## config.mk

```make
export PLATFORM = sky130hd
export DESIGN_NAME = ds2505_reader
export DESIGN_NICKNAME = d
export VERILOG_FILES = /design/src/common/ds_onewire_pkg.sv /design/src/design/ds2505_reader.sv /design/src/design/ds_host_regs.sv /design/src/design/ds_mem_buffer.sv /design/src/onewire/ow_bit_engine.sv /design/src/onewire/ow_sequencer.sv
export SDC_FILE = /design/constraint.sdc
export NUM_CORES = 2
export LEC_CHECK = 0
export BUFFER_PORTS_ARGS = -buffer_cell sky130_fd_sc_hd__buf_4
export CORE_MARGIN = 2
export CORE_UTILIZATION = 45
export DETAILED_ROUTE_END_ITERATION = 10
export GPL_TIMING_DRIVEN = 1
export SLEW_MARGIN = 20
export SYNTH_ARGS = -nofsm -noshare
export SYNTH_HDL_FRONTEND = slang
export SYNTH_HIERARCHICAL = 1
export SYNTH_SLANG_ARGS = --single-unit
```

## constraint.sdc

```tcl
create_clock -name clk -period 4.52 [get_ports clk]
set_input_delay 0.678 -clock clk [delete_from_list [all_inputs] [get_ports clk]]
set_output_delay 0.678 -clock clk [all_outputs]
set_load 0.005 [all_outputs]
```

## src/common/ds_onewire_pkg.sv

```systemverilog
// ds2505 1-wire shared types
`default_nettype none

package ds_onewire_pkg;

   typedef logic [7:0]  ds_byte_t;      // byte on the 1-wire bus
   typedef logic [31:0] ds_quad_t;      // host data quadlet
   typedef logic [10:0] ds_mem_addr_t;  // eprom byte address (0-2047)
   typedef logic [5:0]  ds_quad_idx_t;  // quadlet index into block buffer
   typedef logic [15:0] ds_host_addr_t; // host register address
   typedef logic [16:0] ds_cnt_t;       // slot and wait counter

   typedef enum logic [1:0] {
      not_tried   = 2'd0,
      ok          = 2'd1,
      no_rise     = 2'd2,   // line never went high after the reset pulse
      no_presence = 2'd3
   } ow_reset_result_e;

   typedef enum logic [1:0] {
      op_reset = 2'd0,
      op_write = 2'd1,
      op_read  = 2'd2
   } ow_op_e;

   ////////////////////
   // slot timing, in clock cycles
   typedef struct packed {
      ds_cnt_t reset_low;
      ds_cnt_t rise_timeout;
      ds_cnt_t presence_wait;
      ds_cnt_t presence_timeout;
      ds_cnt_t recover;
      ds_cnt_t write1_low;
      ds_cnt_t write0_low;
      ds_cnt_t write_slot;
      ds_cnt_t read_release;
      ds_cnt_t read_sample;
      ds_cnt_t read_slot;
   } ow_timing_t;

   // values for a 49.152 MHz clock
   localparam ow_timing_t OW_TIMING_DEFAULT = '{
      reset_low:        17'd30000,  // ~610 us
      rise_timeout:     17'd246,    // ~5 us
      presence_wait:    17'd1475,   // ~30 us
      presence_timeout: 17'd14750,  // ~300 us
      recover:          17'd24576,  // ~500 us
      write1_low:       17'd393,    // ~8 us
      write0_low:       17'd3932,   // ~80 us
      write_slot:       17'd4424,   // ~90 us
      read_release:     17'd49,     // ~1 us
      read_sample:      17'd737,    // ~15 us
      read_slot:        17'd5948    // ~121 us
   };

   typedef struct packed {
      ow_op_e   op;
      ds_byte_t data;   // byte to write, ignored for reset and read
   } ow_req_t;

   typedef struct packed {
      ds_byte_t         data;          // byte read
      ow_reset_result_e reset_result;
      ds_byte_t         rise_time;     // ff if never measured
   } ow_rsp_t;

   typedef enum logic [1:0] {
      cmd_disable  = 2'b00,
      cmd_enable   = 2'b01,
      cmd_start    = 2'b10,
      cmd_continue = 2'b11
   } ds_cmd_e;

   localparam ds_host_addr_t DS_CTRL_ADDR = 16'h000d;  // control and status register

   localparam ds_byte_t ROM_CMD_READ = 8'h33;
   localparam ds_byte_t MEM_CMD_READ = 8'hf0;

   localparam int ROM_BYTES   = 8;
   localparam int BLOCK_BYTES = 256;

   typedef enum logic [4:0] {
      seq_idle     = 5'd0,
      seq_reset    = 5'd1,
      seq_rom_cmd  = 5'd2,
      seq_rom_read = 5'd3,
      seq_mem_cmd  = 5'd4,
      seq_addr_lo  = 5'd5,
      seq_addr_hi  = 5'd6,
      seq_mem_read = 5'd7
   } seq_state_e;

endpackage

`default_nettype wire

```

## src/design/ds2505_reader.sv

```systemverilog
// ds2505 1-wire reader top
`timescale 1ns/1ns
`default_nettype none

module ds2505_reader import ds_onewire_pkg::*; #(
   parameter ow_timing_t TIMING = OW_TIMING_DEFAULT
) (
   input  logic          clk,
   input  logic          rst,
   input  ds_host_addr_t reg_raddr,
   input  ds_host_addr_t reg_waddr,
   input  ds_quad_t      reg_wdata,
   input  logic          reg_wen,
   output ds_quad_t      reg_rdata,
   output ds_quad_t      ds_status,
   input  logic          dout_cfg_bidir,
   input  logic          ds_data_in,
   output logic          ds_data_out,
   output logic          ds_dir,
   output logic          ds_enable
);

   logic             start, cont, busy;
   ds_mem_addr_t     mem_addr;
   seq_state_e       seq_state;
   ds_byte_t         family_code, rise_time;
   ow_reset_result_e reset_result;
   logic             req_valid, done;
   ow_req_t          req;
   ow_rsp_t          rsp;
   logic             byte_wr;
   ds_byte_t         byte_data, byte_idx;

   ds_host_regs ds_host_regs_i (
      .clk, .rst, .reg_waddr, .reg_wdata, .reg_wen, .dout_cfg_bidir,
      .busy, .seq_state, .family_code, .rise_time, .reset_result,
      .start, .cont, .mem_addr, .ds_enable, .ds_status
   );

   ow_sequencer ow_sequencer_i (
      .clk, .rst, .start, .cont, .mem_addr,
      .req_valid, .req, .done, .rsp,
      .byte_wr, .byte_data, .byte_idx,
      .busy, .seq_state, .family_code, .rise_time, .reset_result
   );

   ow_bit_engine #(.TIMING(TIMING)) ow_bit_engine_i (
      .clk, .rst, .req_valid, .req, .done, .rsp,
      .ds_data_in, .ds_data_out, .ds_dir
   );

   // block reads are served only while no read is running
   ds_mem_buffer ds_mem_buffer_i (
      .clk, .rst, .byte_wr, .byte_data, .byte_idx,
      .rd_en(!busy), .reg_raddr, .reg_rdata
   );

endmodule

`default_nettype wire

```

## src/design/ds_host_regs.sv

```systemverilog
// ds2505 control and status register
`timescale 1ns/1ns
`default_nettype none

module ds_host_regs import ds_onewire_pkg::*; (
   input  logic             clk,
   input  logic             rst,
   input  ds_host_addr_t    reg_waddr,
   input  ds_quad_t         reg_wdata,
   input  logic             reg_wen,
   input  logic             dout_cfg_bidir,   // bidir transceiver present
   input  logic             busy,
   input  seq_state_e       seq_state,
   input  ds_byte_t         family_code,
   input  ds_byte_t         rise_time,
   input  ow_reset_result_e reset_result,
   output logic             start,
   output logic             cont,
   output ds_mem_addr_t     mem_addr,
   output logic             ds_enable,
   output ds_quad_t         ds_status
);

   logic    ctrl_hit;   // accepted control write
   ds_cmd_e cmd;

   // writes only count while the sequencer sits idle
   assign ctrl_hit = reg_wen && (reg_waddr == DS_CTRL_ADDR) && dout_cfg_bidir
                     && (seq_state == seq_idle);
   assign cmd      = ds_cmd_e'(reg_wdata[1:0]);   // bit 2 and up ignored here

   assign start = ctrl_hit && (cmd == cmd_start);
   assign cont  = ctrl_hit && (cmd == cmd_continue);

   always_ff @(posedge clk) begin
      if (rst)
         ds_enable <= 1'b0;
      else if (ctrl_hit) begin
         case (cmd)
            cmd_disable:         ds_enable <= 1'b0;   // give up the line
            cmd_enable, cmd_start: ds_enable <= 1'b1;
            default: ;                                  // continue keeps it
         endcase
      end
   end

   always_ff @(posedge clk) begin
      if (start)
         mem_addr <= reg_wdata[26:16];   // byte address 0-2047
   end

   ////////////////////
   // status word
   assign ds_status = {family_code,      // 31:24
                       rise_time,        // 23:16
                       2'b00,
                       busy,             // 13
                       4'b0000,
                       seq_state,        // 8:4
                       dout_cfg_bidir,   // 3
                       reset_result,     // 2:1
                       ds_enable};       // 0

endmodule

`default_nettype wire

```

## src/design/ds_mem_buffer.sv

```systemverilog
// block read buffer
`timescale 1ns/1ns
`default_nettype none

module ds_mem_buffer import ds_onewire_pkg::*; (
   input  logic          clk,
   input  logic          rst,
   input  logic          byte_wr,
   input  ds_byte_t      byte_data,
   input  ds_byte_t      byte_idx,    // byte 0-255 within the block
   input  logic          rd_en,       // sequencer idle
   input  ds_host_addr_t reg_raddr,
   output ds_quad_t      reg_rdata
);

   ds_quad_t     mem [64];   // 256 bytes as 64 quadlets
   ds_quad_idx_t wr_idx;
   ds_quad_idx_t rd_idx;

   assign wr_idx = byte_idx[7:2];
   assign rd_idx = reg_raddr[5:0];   // low bits pick the quadlet

   // bytes enter from the right, so the first one ends up in 31:24
   always_ff @(posedge clk) begin
      if (byte_wr)
         mem[wr_idx] <= {mem[wr_idx][23:0], byte_data};
   end

   ////////////////////
   // registered block read port
   always_ff @(posedge clk) begin
      if (rst)
         reg_rdata <= '0;
      else if (rd_en)
         reg_rdata <= mem[rd_idx];   // holds last value while a read runs
   end

endmodule

`default_nettype wire

```

## src/onewire/ow_bit_engine.sv

```systemverilog
// 1-wire bit engine
`timescale 1ns/1ns
`default_nettype none

module ow_bit_engine import ds_onewire_pkg::*; #(
   parameter ow_timing_t TIMING = OW_TIMING_DEFAULT
) (
   input  logic    clk,
   input  logic    rst,
   input  logic    req_valid,    // one request at a time, only taken when idle
   input  ow_req_t req,
   output logic    done,         // one-cycle pulse at end of operation
   output ow_rsp_t rsp,
   input  logic    ds_data_in,   // sampled line level
   output logic    ds_data_out,
   output logic    ds_dir        // 1 = fpga drives the line
);

   typedef enum logic [2:0] {
      eng_idle, eng_reset_low, eng_rise, eng_pres_wait,
      eng_pres_check, eng_recover, eng_write, eng_read
   } eng_state_e;

   eng_state_e state;
   ds_cnt_t    cnt;        // shared slot and wait counter
   logic [2:0] bit_idx;    // bit within byte, lsb first
   ds_byte_t   shreg;      // shift register for write and read
   ds_cnt_t    low_time;

   assign low_time = shreg[0] ? TIMING.write1_low : TIMING.write0_low;

   always_ff @(posedge clk) begin
      if (rst) begin
         state       <= eng_idle;
         cnt         <= '0;
         bit_idx     <= '0;
         shreg       <= '0;
         done        <= 1'b0;
         ds_dir      <= 1'b0;
         ds_data_out <= 1'b1;
         rsp         <= '{data: 8'h00, reset_result: not_tried, rise_time: 8'hff};
      end else begin
         done <= 1'b0;
         case (state)
            eng_idle: begin
               ds_dir      <= 1'b0;   // line released between ops
               ds_data_out <= 1'b1;
               cnt         <= '0;
               bit_idx     <= '0;
               if (req_valid) begin
                  shreg <= req.data;
                  case (req.op)
                     op_reset: begin
                        state            <= eng_reset_low;
                        ds_dir           <= 1'b1;   // reset pulse starts right away
                        ds_data_out      <= 1'b0;
                        rsp.reset_result <= not_tried;
                        rsp.rise_time    <= 8'hff;
                     end
                     op_write: state <= eng_write;
                     op_read:  state <= eng_read;
                     default:  done  <= 1'b1;       // nothing to do
                  endcase
               end
            end
            ////////////////////
            // reset and presence
            eng_reset_low: begin
               if (cnt == TIMING.reset_low) begin
                  ds_dir      <= 1'b0;   // let the pull-up raise the line
                  ds_data_out <= 1'b1;
                  cnt         <= '0;
                  state       <= eng_rise;
               end else
                  cnt <= cnt + 1'b1;
            end
            eng_rise: begin
               if (ds_data_in) begin
                  rsp.rise_time <= cnt[7:0];   // timeout fits in 8 bits
                  cnt           <= '0;
                  state         <= eng_pres_wait;
               end else if (cnt == TIMING.rise_timeout) begin
                  rsp.reset_result <= no_rise;   // missing pull-up or shorted line
                  done             <= 1'b1;
                  state            <= eng_idle;
               end else
                  cnt <= cnt + 1'b1;
            end
            eng_pres_wait: begin
               if (cnt == TIMING.presence_wait) begin
                  cnt   <= '0;
                  state <= eng_pres_check;
               end else
                  cnt <= cnt + 1'b1;
            end
            eng_pres_check: begin
               if (!ds_data_in) begin
                  rsp.reset_result <= ok;   // slave pulled the line
                  cnt              <= '0;
                  state            <= eng_recover;
               end else if (cnt == TIMING.presence_timeout) begin
                  rsp.reset_result <= no_presence;
                  done             <= 1'b1;
                  state            <= eng_idle;
               end else
                  cnt <= cnt + 1'b1;
            end
            eng_recover: begin
               if (ds_data_in) begin   // only counts once the presence pulse ended
                  if (cnt == TIMING.recover) begin
                     done  <= 1'b1;
                     state <= eng_idle;
                  end else
                     cnt <= cnt + 1'b1;
               end
            end
            ////////////////////
            // write and read slots
            eng_write: begin
               if (cnt == '0) begin
                  ds_dir      <= 1'b1;
                  ds_data_out <= 1'b0;
               end else if (cnt == low_time) begin
                  ds_dir      <= 1'b0;   // short low = 1, long low = 0
                  ds_data_out <= 1'b1;
               end
               if (cnt == TIMING.write_slot) begin
                  cnt     <= '0;
                  shreg   <= shreg >> 1;
                  bit_idx <= bit_idx + 1'b1;
                  if (bit_idx == 3'd7) begin
                     done  <= 1'b1;
                     state <= eng_idle;
                  end
               end else
                  cnt <= cnt + 1'b1;
            end
            eng_read: begin
               if (cnt == '0) begin
                  ds_dir      <= 1'b1;
                  ds_data_out <= 1'b0;
               end else if (cnt == TIMING.read_release) begin
                  ds_dir      <= 1'b0;
                  ds_data_out <= 1'b1;
               end else if (cnt == TIMING.read_sample)
                  shreg <= {ds_data_in, shreg[7:1]};   // lsb arrives first
               if (cnt == TIMING.read_slot) begin
                  cnt     <= '0;
                  bit_idx <= bit_idx + 1'b1;
                  if (bit_idx == 3'd7) begin
                     rsp.data <= shreg;
                     done     <= 1'b1;
                     state    <= eng_idle;
                  end
               end else
                  cnt <= cnt + 1'b1;
            end
            default: state <= eng_idle;
         endcase
      end
   end

endmodule

`default_nettype wire

```

## src/onewire/ow_sequencer.sv

```systemverilog
// ds2505 read sequencer
`timescale 1ns/1ns
`default_nettype none

module ow_sequencer import ds_onewire_pkg::*; (
   input  logic             clk,
   input  logic             rst,
   input  logic             start,        // reset, rom read, then memory read
   input  logic             cont,         // next 256 bytes, no reset
   input  ds_mem_addr_t     mem_addr,
   output logic             req_valid,
   output ow_req_t          req,
   input  logic             done,
   input  ow_rsp_t          rsp,
   output logic             byte_wr,
   output ds_byte_t         byte_data,
   output ds_byte_t         byte_idx,
   output logic             busy,
   output seq_state_e       seq_state,
   output ds_byte_t         family_code,
   output ds_byte_t         rise_time,
   output ow_reset_result_e reset_result
);

   seq_state_e state;
   logic       issue;      // send the request of the current step
   ds_byte_t   byte_cnt;   // rom or memory byte counter

   assign busy      = (state != seq_idle);
   assign seq_state = state;

   // start and continue launch their first operation in the same cycle
   assign req_valid = start | cont | issue;

   always_comb begin
      req = '{op: op_read, data: 8'hff};   // rom and memory reads
      if (start)
         req.op = op_reset;
      else if (!cont) begin
         case (state)
            seq_rom_cmd: req = '{op: op_write, data: ROM_CMD_READ};
            seq_mem_cmd: req = '{op: op_write, data: MEM_CMD_READ};
            seq_addr_lo: req = '{op: op_write, data: mem_addr[7:0]};
            seq_addr_hi: req = '{op: op_write, data: {5'd0, mem_addr[10:8]}};
            default: ;
         endcase
      end
   end

   // every memory byte goes straight to the buffer
   assign byte_wr   = done && (state == seq_mem_read);
   assign byte_data = rsp.data;
   assign byte_idx  = byte_cnt;

   always_ff @(posedge clk) begin
      if (rst) begin
         state        <= seq_idle;
         issue        <= 1'b0;
         byte_cnt     <= '0;
         family_code  <= '0;
         rise_time    <= 8'hff;
         reset_result <= not_tried;
      end else begin
         issue <= 1'b0;
         if (start) begin
            state        <= seq_reset;
            reset_result <= not_tried;
            rise_time    <= 8'hff;
         end else if (cont) begin
            state    <= seq_mem_read;
            byte_cnt <= '0;
         end else if (done) begin
            issue <= 1'b1;   // most steps chain into another op
            case (state)
               seq_reset: begin
                  reset_result <= rsp.reset_result;
                  rise_time    <= rsp.rise_time;
                  if (rsp.reset_result == ok)
                     state <= seq_rom_cmd;
                  else begin
                     state <= seq_idle;   // abort, result tells why
                     issue <= 1'b0;
                  end
               end
               seq_rom_cmd: begin
                  state    <= seq_rom_read;
                  byte_cnt <= '0;
               end
               seq_rom_read: begin
                  if (byte_cnt == '0)
                     family_code <= rsp.data;   // first rom byte
                  byte_cnt <= byte_cnt + 1'b1;
                  if (byte_cnt == ds_byte_t'(ROM_BYTES - 1))
                     state <= seq_mem_cmd;   // serial and crc are dropped
               end
               seq_mem_cmd: state <= seq_addr_lo;
               seq_addr_lo: state <= seq_addr_hi;
               seq_addr_hi: begin
                  state    <= seq_mem_read;
                  byte_cnt <= '0;
               end
               seq_mem_read: begin
                  byte_cnt <= byte_cnt + 1'b1;
                  if (byte_cnt == ds_byte_t'(BLOCK_BYTES - 1)) begin
                     state <= seq_idle;
                     issue <= 1'b0;
                  end
               end
               default: begin
                  state <= seq_idle;
                  issue <= 1'b0;
               end
            endcase
         end
      end
   end

endmodule

`default_nettype wire

```

==> impl_metrics.ini <==
[status]
run_status = finished clean

[clock_network]
cts-resized-gates = 0
hold_buffers = 11
cts_tree = built
post-cts-setup-buffers = 0
cts_sinks = 2174
max-clock-path-buffers = 3
h-tree-depth = 4
clk_pin_slew_worst_paths_ns = 0.06
cts_buffers = 221
root_buffer = clkbuf_16
clock_latency_ns = 0.90

[synthesis]
netlist_instances = 5746
synth_flop_cell = edfxtp_1
async_reset_ff_frac = 0
synth_seq_cells = 2174
synth.avg_cell_area_um2 = 16.9
synth_edf_count = 2059
ys_warn_count = 6
ys_seq_area_frac = 0.659
mappedNetlistArea_mm2 = 0.0973
yosys.cell_types.count = 96

[global_routing]
grt_start_max_net_pins = 74
grt_overflow = 0
grt_pass1_vias = 62200
antenna_found_initial = 21
grt_pass1_wl_mm = 522
gr-usage-all-layers = 0.348

[setup_path]
cp-end-kind = flop
crit_arrival_ns = 4.76
worstSetupStartpointType = flop
crit_required_ns = 5.18
criticalPathCategory = flop to flop
cp_max_fo = 64

[detailed_routing]
drt_first_pass_iters = 7
vias = 65800
drt_iter0_markers = 12000
wl_per_cell_um = 42.7
wl_mm = 387
drc = 0
routed_via_density = 7.26
top_layer_used = met5
ant_nets = 0
wl_met3_mm = 57.5
met2_wirelength_mm = 167
wl_met1_mm = 137

[job]
maxCapViolations = 0

[sta]
hold_viol = 0
worst-slew-pin-transition_ns = 1.22
rsz0062_at_grt = false
finalCriticalPeriod_ns = 4.10
clock_skew_ns = 0.0622
drv_slew = 0
fin_tns_setup_ns = 0
fmax_mhz = 244
slew_headroom = 0.183
period_share = 0.907
setup_violations = 0

[pwr]
combinationalPowerShare = 0.045
p_int_w = 0.0336
total_power_w = 0.0431
power.density_mw_per_mm2 = 384
ir_drop_v = 0.000376
p_sw_w = 0.00943
pwr-share-clk = 0.447
pwr-share-seq = 0.508
netSwitchingFraction = 0.219
p_leak_nw = 36.3

[finish]
utilization = 0.522
finish.instance_area_mm2 = 0.112
layout-drive-gt1-share = 0.284
fin_nets = 6096
fillers = 17300
area_growth_syn_to_layout_pct = 15.2
layout_common_cells = edfxtp_1 (2059), mux4_2 (543), buf_4 (401)
final_common_cell = edfxtp_1
stdcell_count = 9062

[placement]
dp.cells = 8616
hpwl_mm = 230
place.gp.congestion = 0.938
place_area_mm2 = 0.104
port_buffers = 98

[die]
io_pins = 136
die_area_mm2 = 0.220
initial_core_util = 0.453
rows = 170
die_w_um = 469
core_area_mm2 = 0.215
die_height_um = 469

[min_path]
hold_class = input pin to flop
Yosys cell counts (28+ instances only):
cell type / number / area share
a21oi_1: 165 / 0.0085
a221o_1: 43 / 0.0044
a221oi_1: 247 / 0.022
a22o_1: 28 / 0.0025
a22oi_1: 104 / 0.0080
a31oi_1: 31 / 0.0020
buf_1: 35 / 0.0014
buf_2: 163 / 0.0084
buf_4: 116 / 0.0089
clkbuf_1: 158 / 0.0061
dfxtp_1: 115 / 0.024
edfxtp_1: 2059 / 0.64
mux2_2: 182 / 0.021
mux2i_1: 389 / 0.040
mux4_2: 543 / 0.13
nand2_1: 229 / 0.0088
nand3_1: 40 / 0.0021
nor2_1: 295 / 0.011
nor3_1: 28 / 0.0014
o21ai_0: 134 / 0.0069
o221ai_1: 93 / 0.0084
o22ai_1: 154 / 0.0099
cells by family after synthesis:
family	share of synthesized area
adder cells (fa/ha/maj)	0.00193
other	0.0000772
flip-flops	0.659
AO/OA/AOI/OAI	0.0845
buffers and inverters	0.0279
AND/OR/NAND/NOR	0.0376
XOR/XNOR	0.00162
multiplexers	0.187
worst max-delay path, cell delays in order (launching register included):
cell      delay, ns
dfxtp_4        0.78
buf_12         0.30
and2_2         0.90
buf_4          0.46
buf_4          0.26
a221oi_1       0.09
nor2_1         0.11
o21ai_0        0.15
and4b_1        0.25
nand4b_1       0.19
buf_12         0.28
flip-flops by register name, indices dropped and copies added, names as in the netlist, 8 cells and up:
register,cells
ds_host_regs_i/mem_addr,11
ow_bit_engine_i/rsp,18
ow_sequencer_i/family_code,8
ow_bit_engine_i/cnt,17
ow_sequencer_i/byte_idx,8
ow_sequencer_i/rise_time,8
ds_mem_buffer_i/reg_rdata,32
ds_mem_buffer_i/mem,2048
ow_bit_engine_i/shreg,8
power by group through the flow:
stage	combinational, W	clock, W	sequential [W]
2_1_floorplan	0.00129	0	0.0222
3_3_place_gp	0.00189	0	0.0223
3_5_place_dp	0.00190	0	0.0223
4_1_cts	0.00191	0.0193	0.0219
5_1_grt	0.00202	0.0201	0.0219
6_report	0.00194	0.0192	0.0219
cell type report:
| class | instances | area, um^2 | area share |
|---|---|---|---|
| antenna | 16 | 40.0 | 0.000357 |
| clock buffer | 271 | 5920 | 0.0528 |
| clock inverter | 148 | 1690 | 0.0151 |
| inverter | 23 | 96.3 | 0.000860 |
| multi-input combinational | 3063 | 31200 | 0.278 |
| sequential | 2174 | 64200 | 0.572 |
| tap | 2838 | 3550 | 0.0317 |
| timing repair buffer | 529 | 5440 | 0.0485 |
per-stage QoR:
step | hold slack, ns | setup WS [ns]
floorplan | 0.433 | 0.304
global placement | 0.459 | 0.612
detailed placement | 0.457 | 0.618
CTS | 0.181 | 0.617
global route | 0.229 | 0.503
finish | 0.236 | 0.421
path summary, 6_finish.rpt:
path                                                               start                                       end  slack (ns)  cells past startpoint
worst max-delay path             ow_sequencer_i/byte_idx[4]$_SDFFE_PP0P_      ds_mem_buffer_i/mem[1][29]$_DFFE_PP_        0.42                     10
worst min-delay path                                          ds_data_in     ow_bit_engine_i/shreg[7]$_SDFFE_PP0P_        0.24                      3
worst max register to register   ow_sequencer_i/byte_idx[4]$_SDFFE_PP0P_      ds_mem_buffer_i/mem[1][29]$_DFFE_PP_        0.42                     10
worst min register to register  ow_sequencer_i/rise_time[2]$_SDFFE_PP1P_  ow_sequencer_i/rise_time[2]$_SDFFE_PP1P_        0.47                      2
per-layer routing:
metal,global-route usage,vias to the layer above
met4,0.190,16
met3,0.106,1290
met1,0.466,33900
met5,0.000216,-
li1,-,24600
met2,0.509,5948
(Power assumes the default switching activity.)
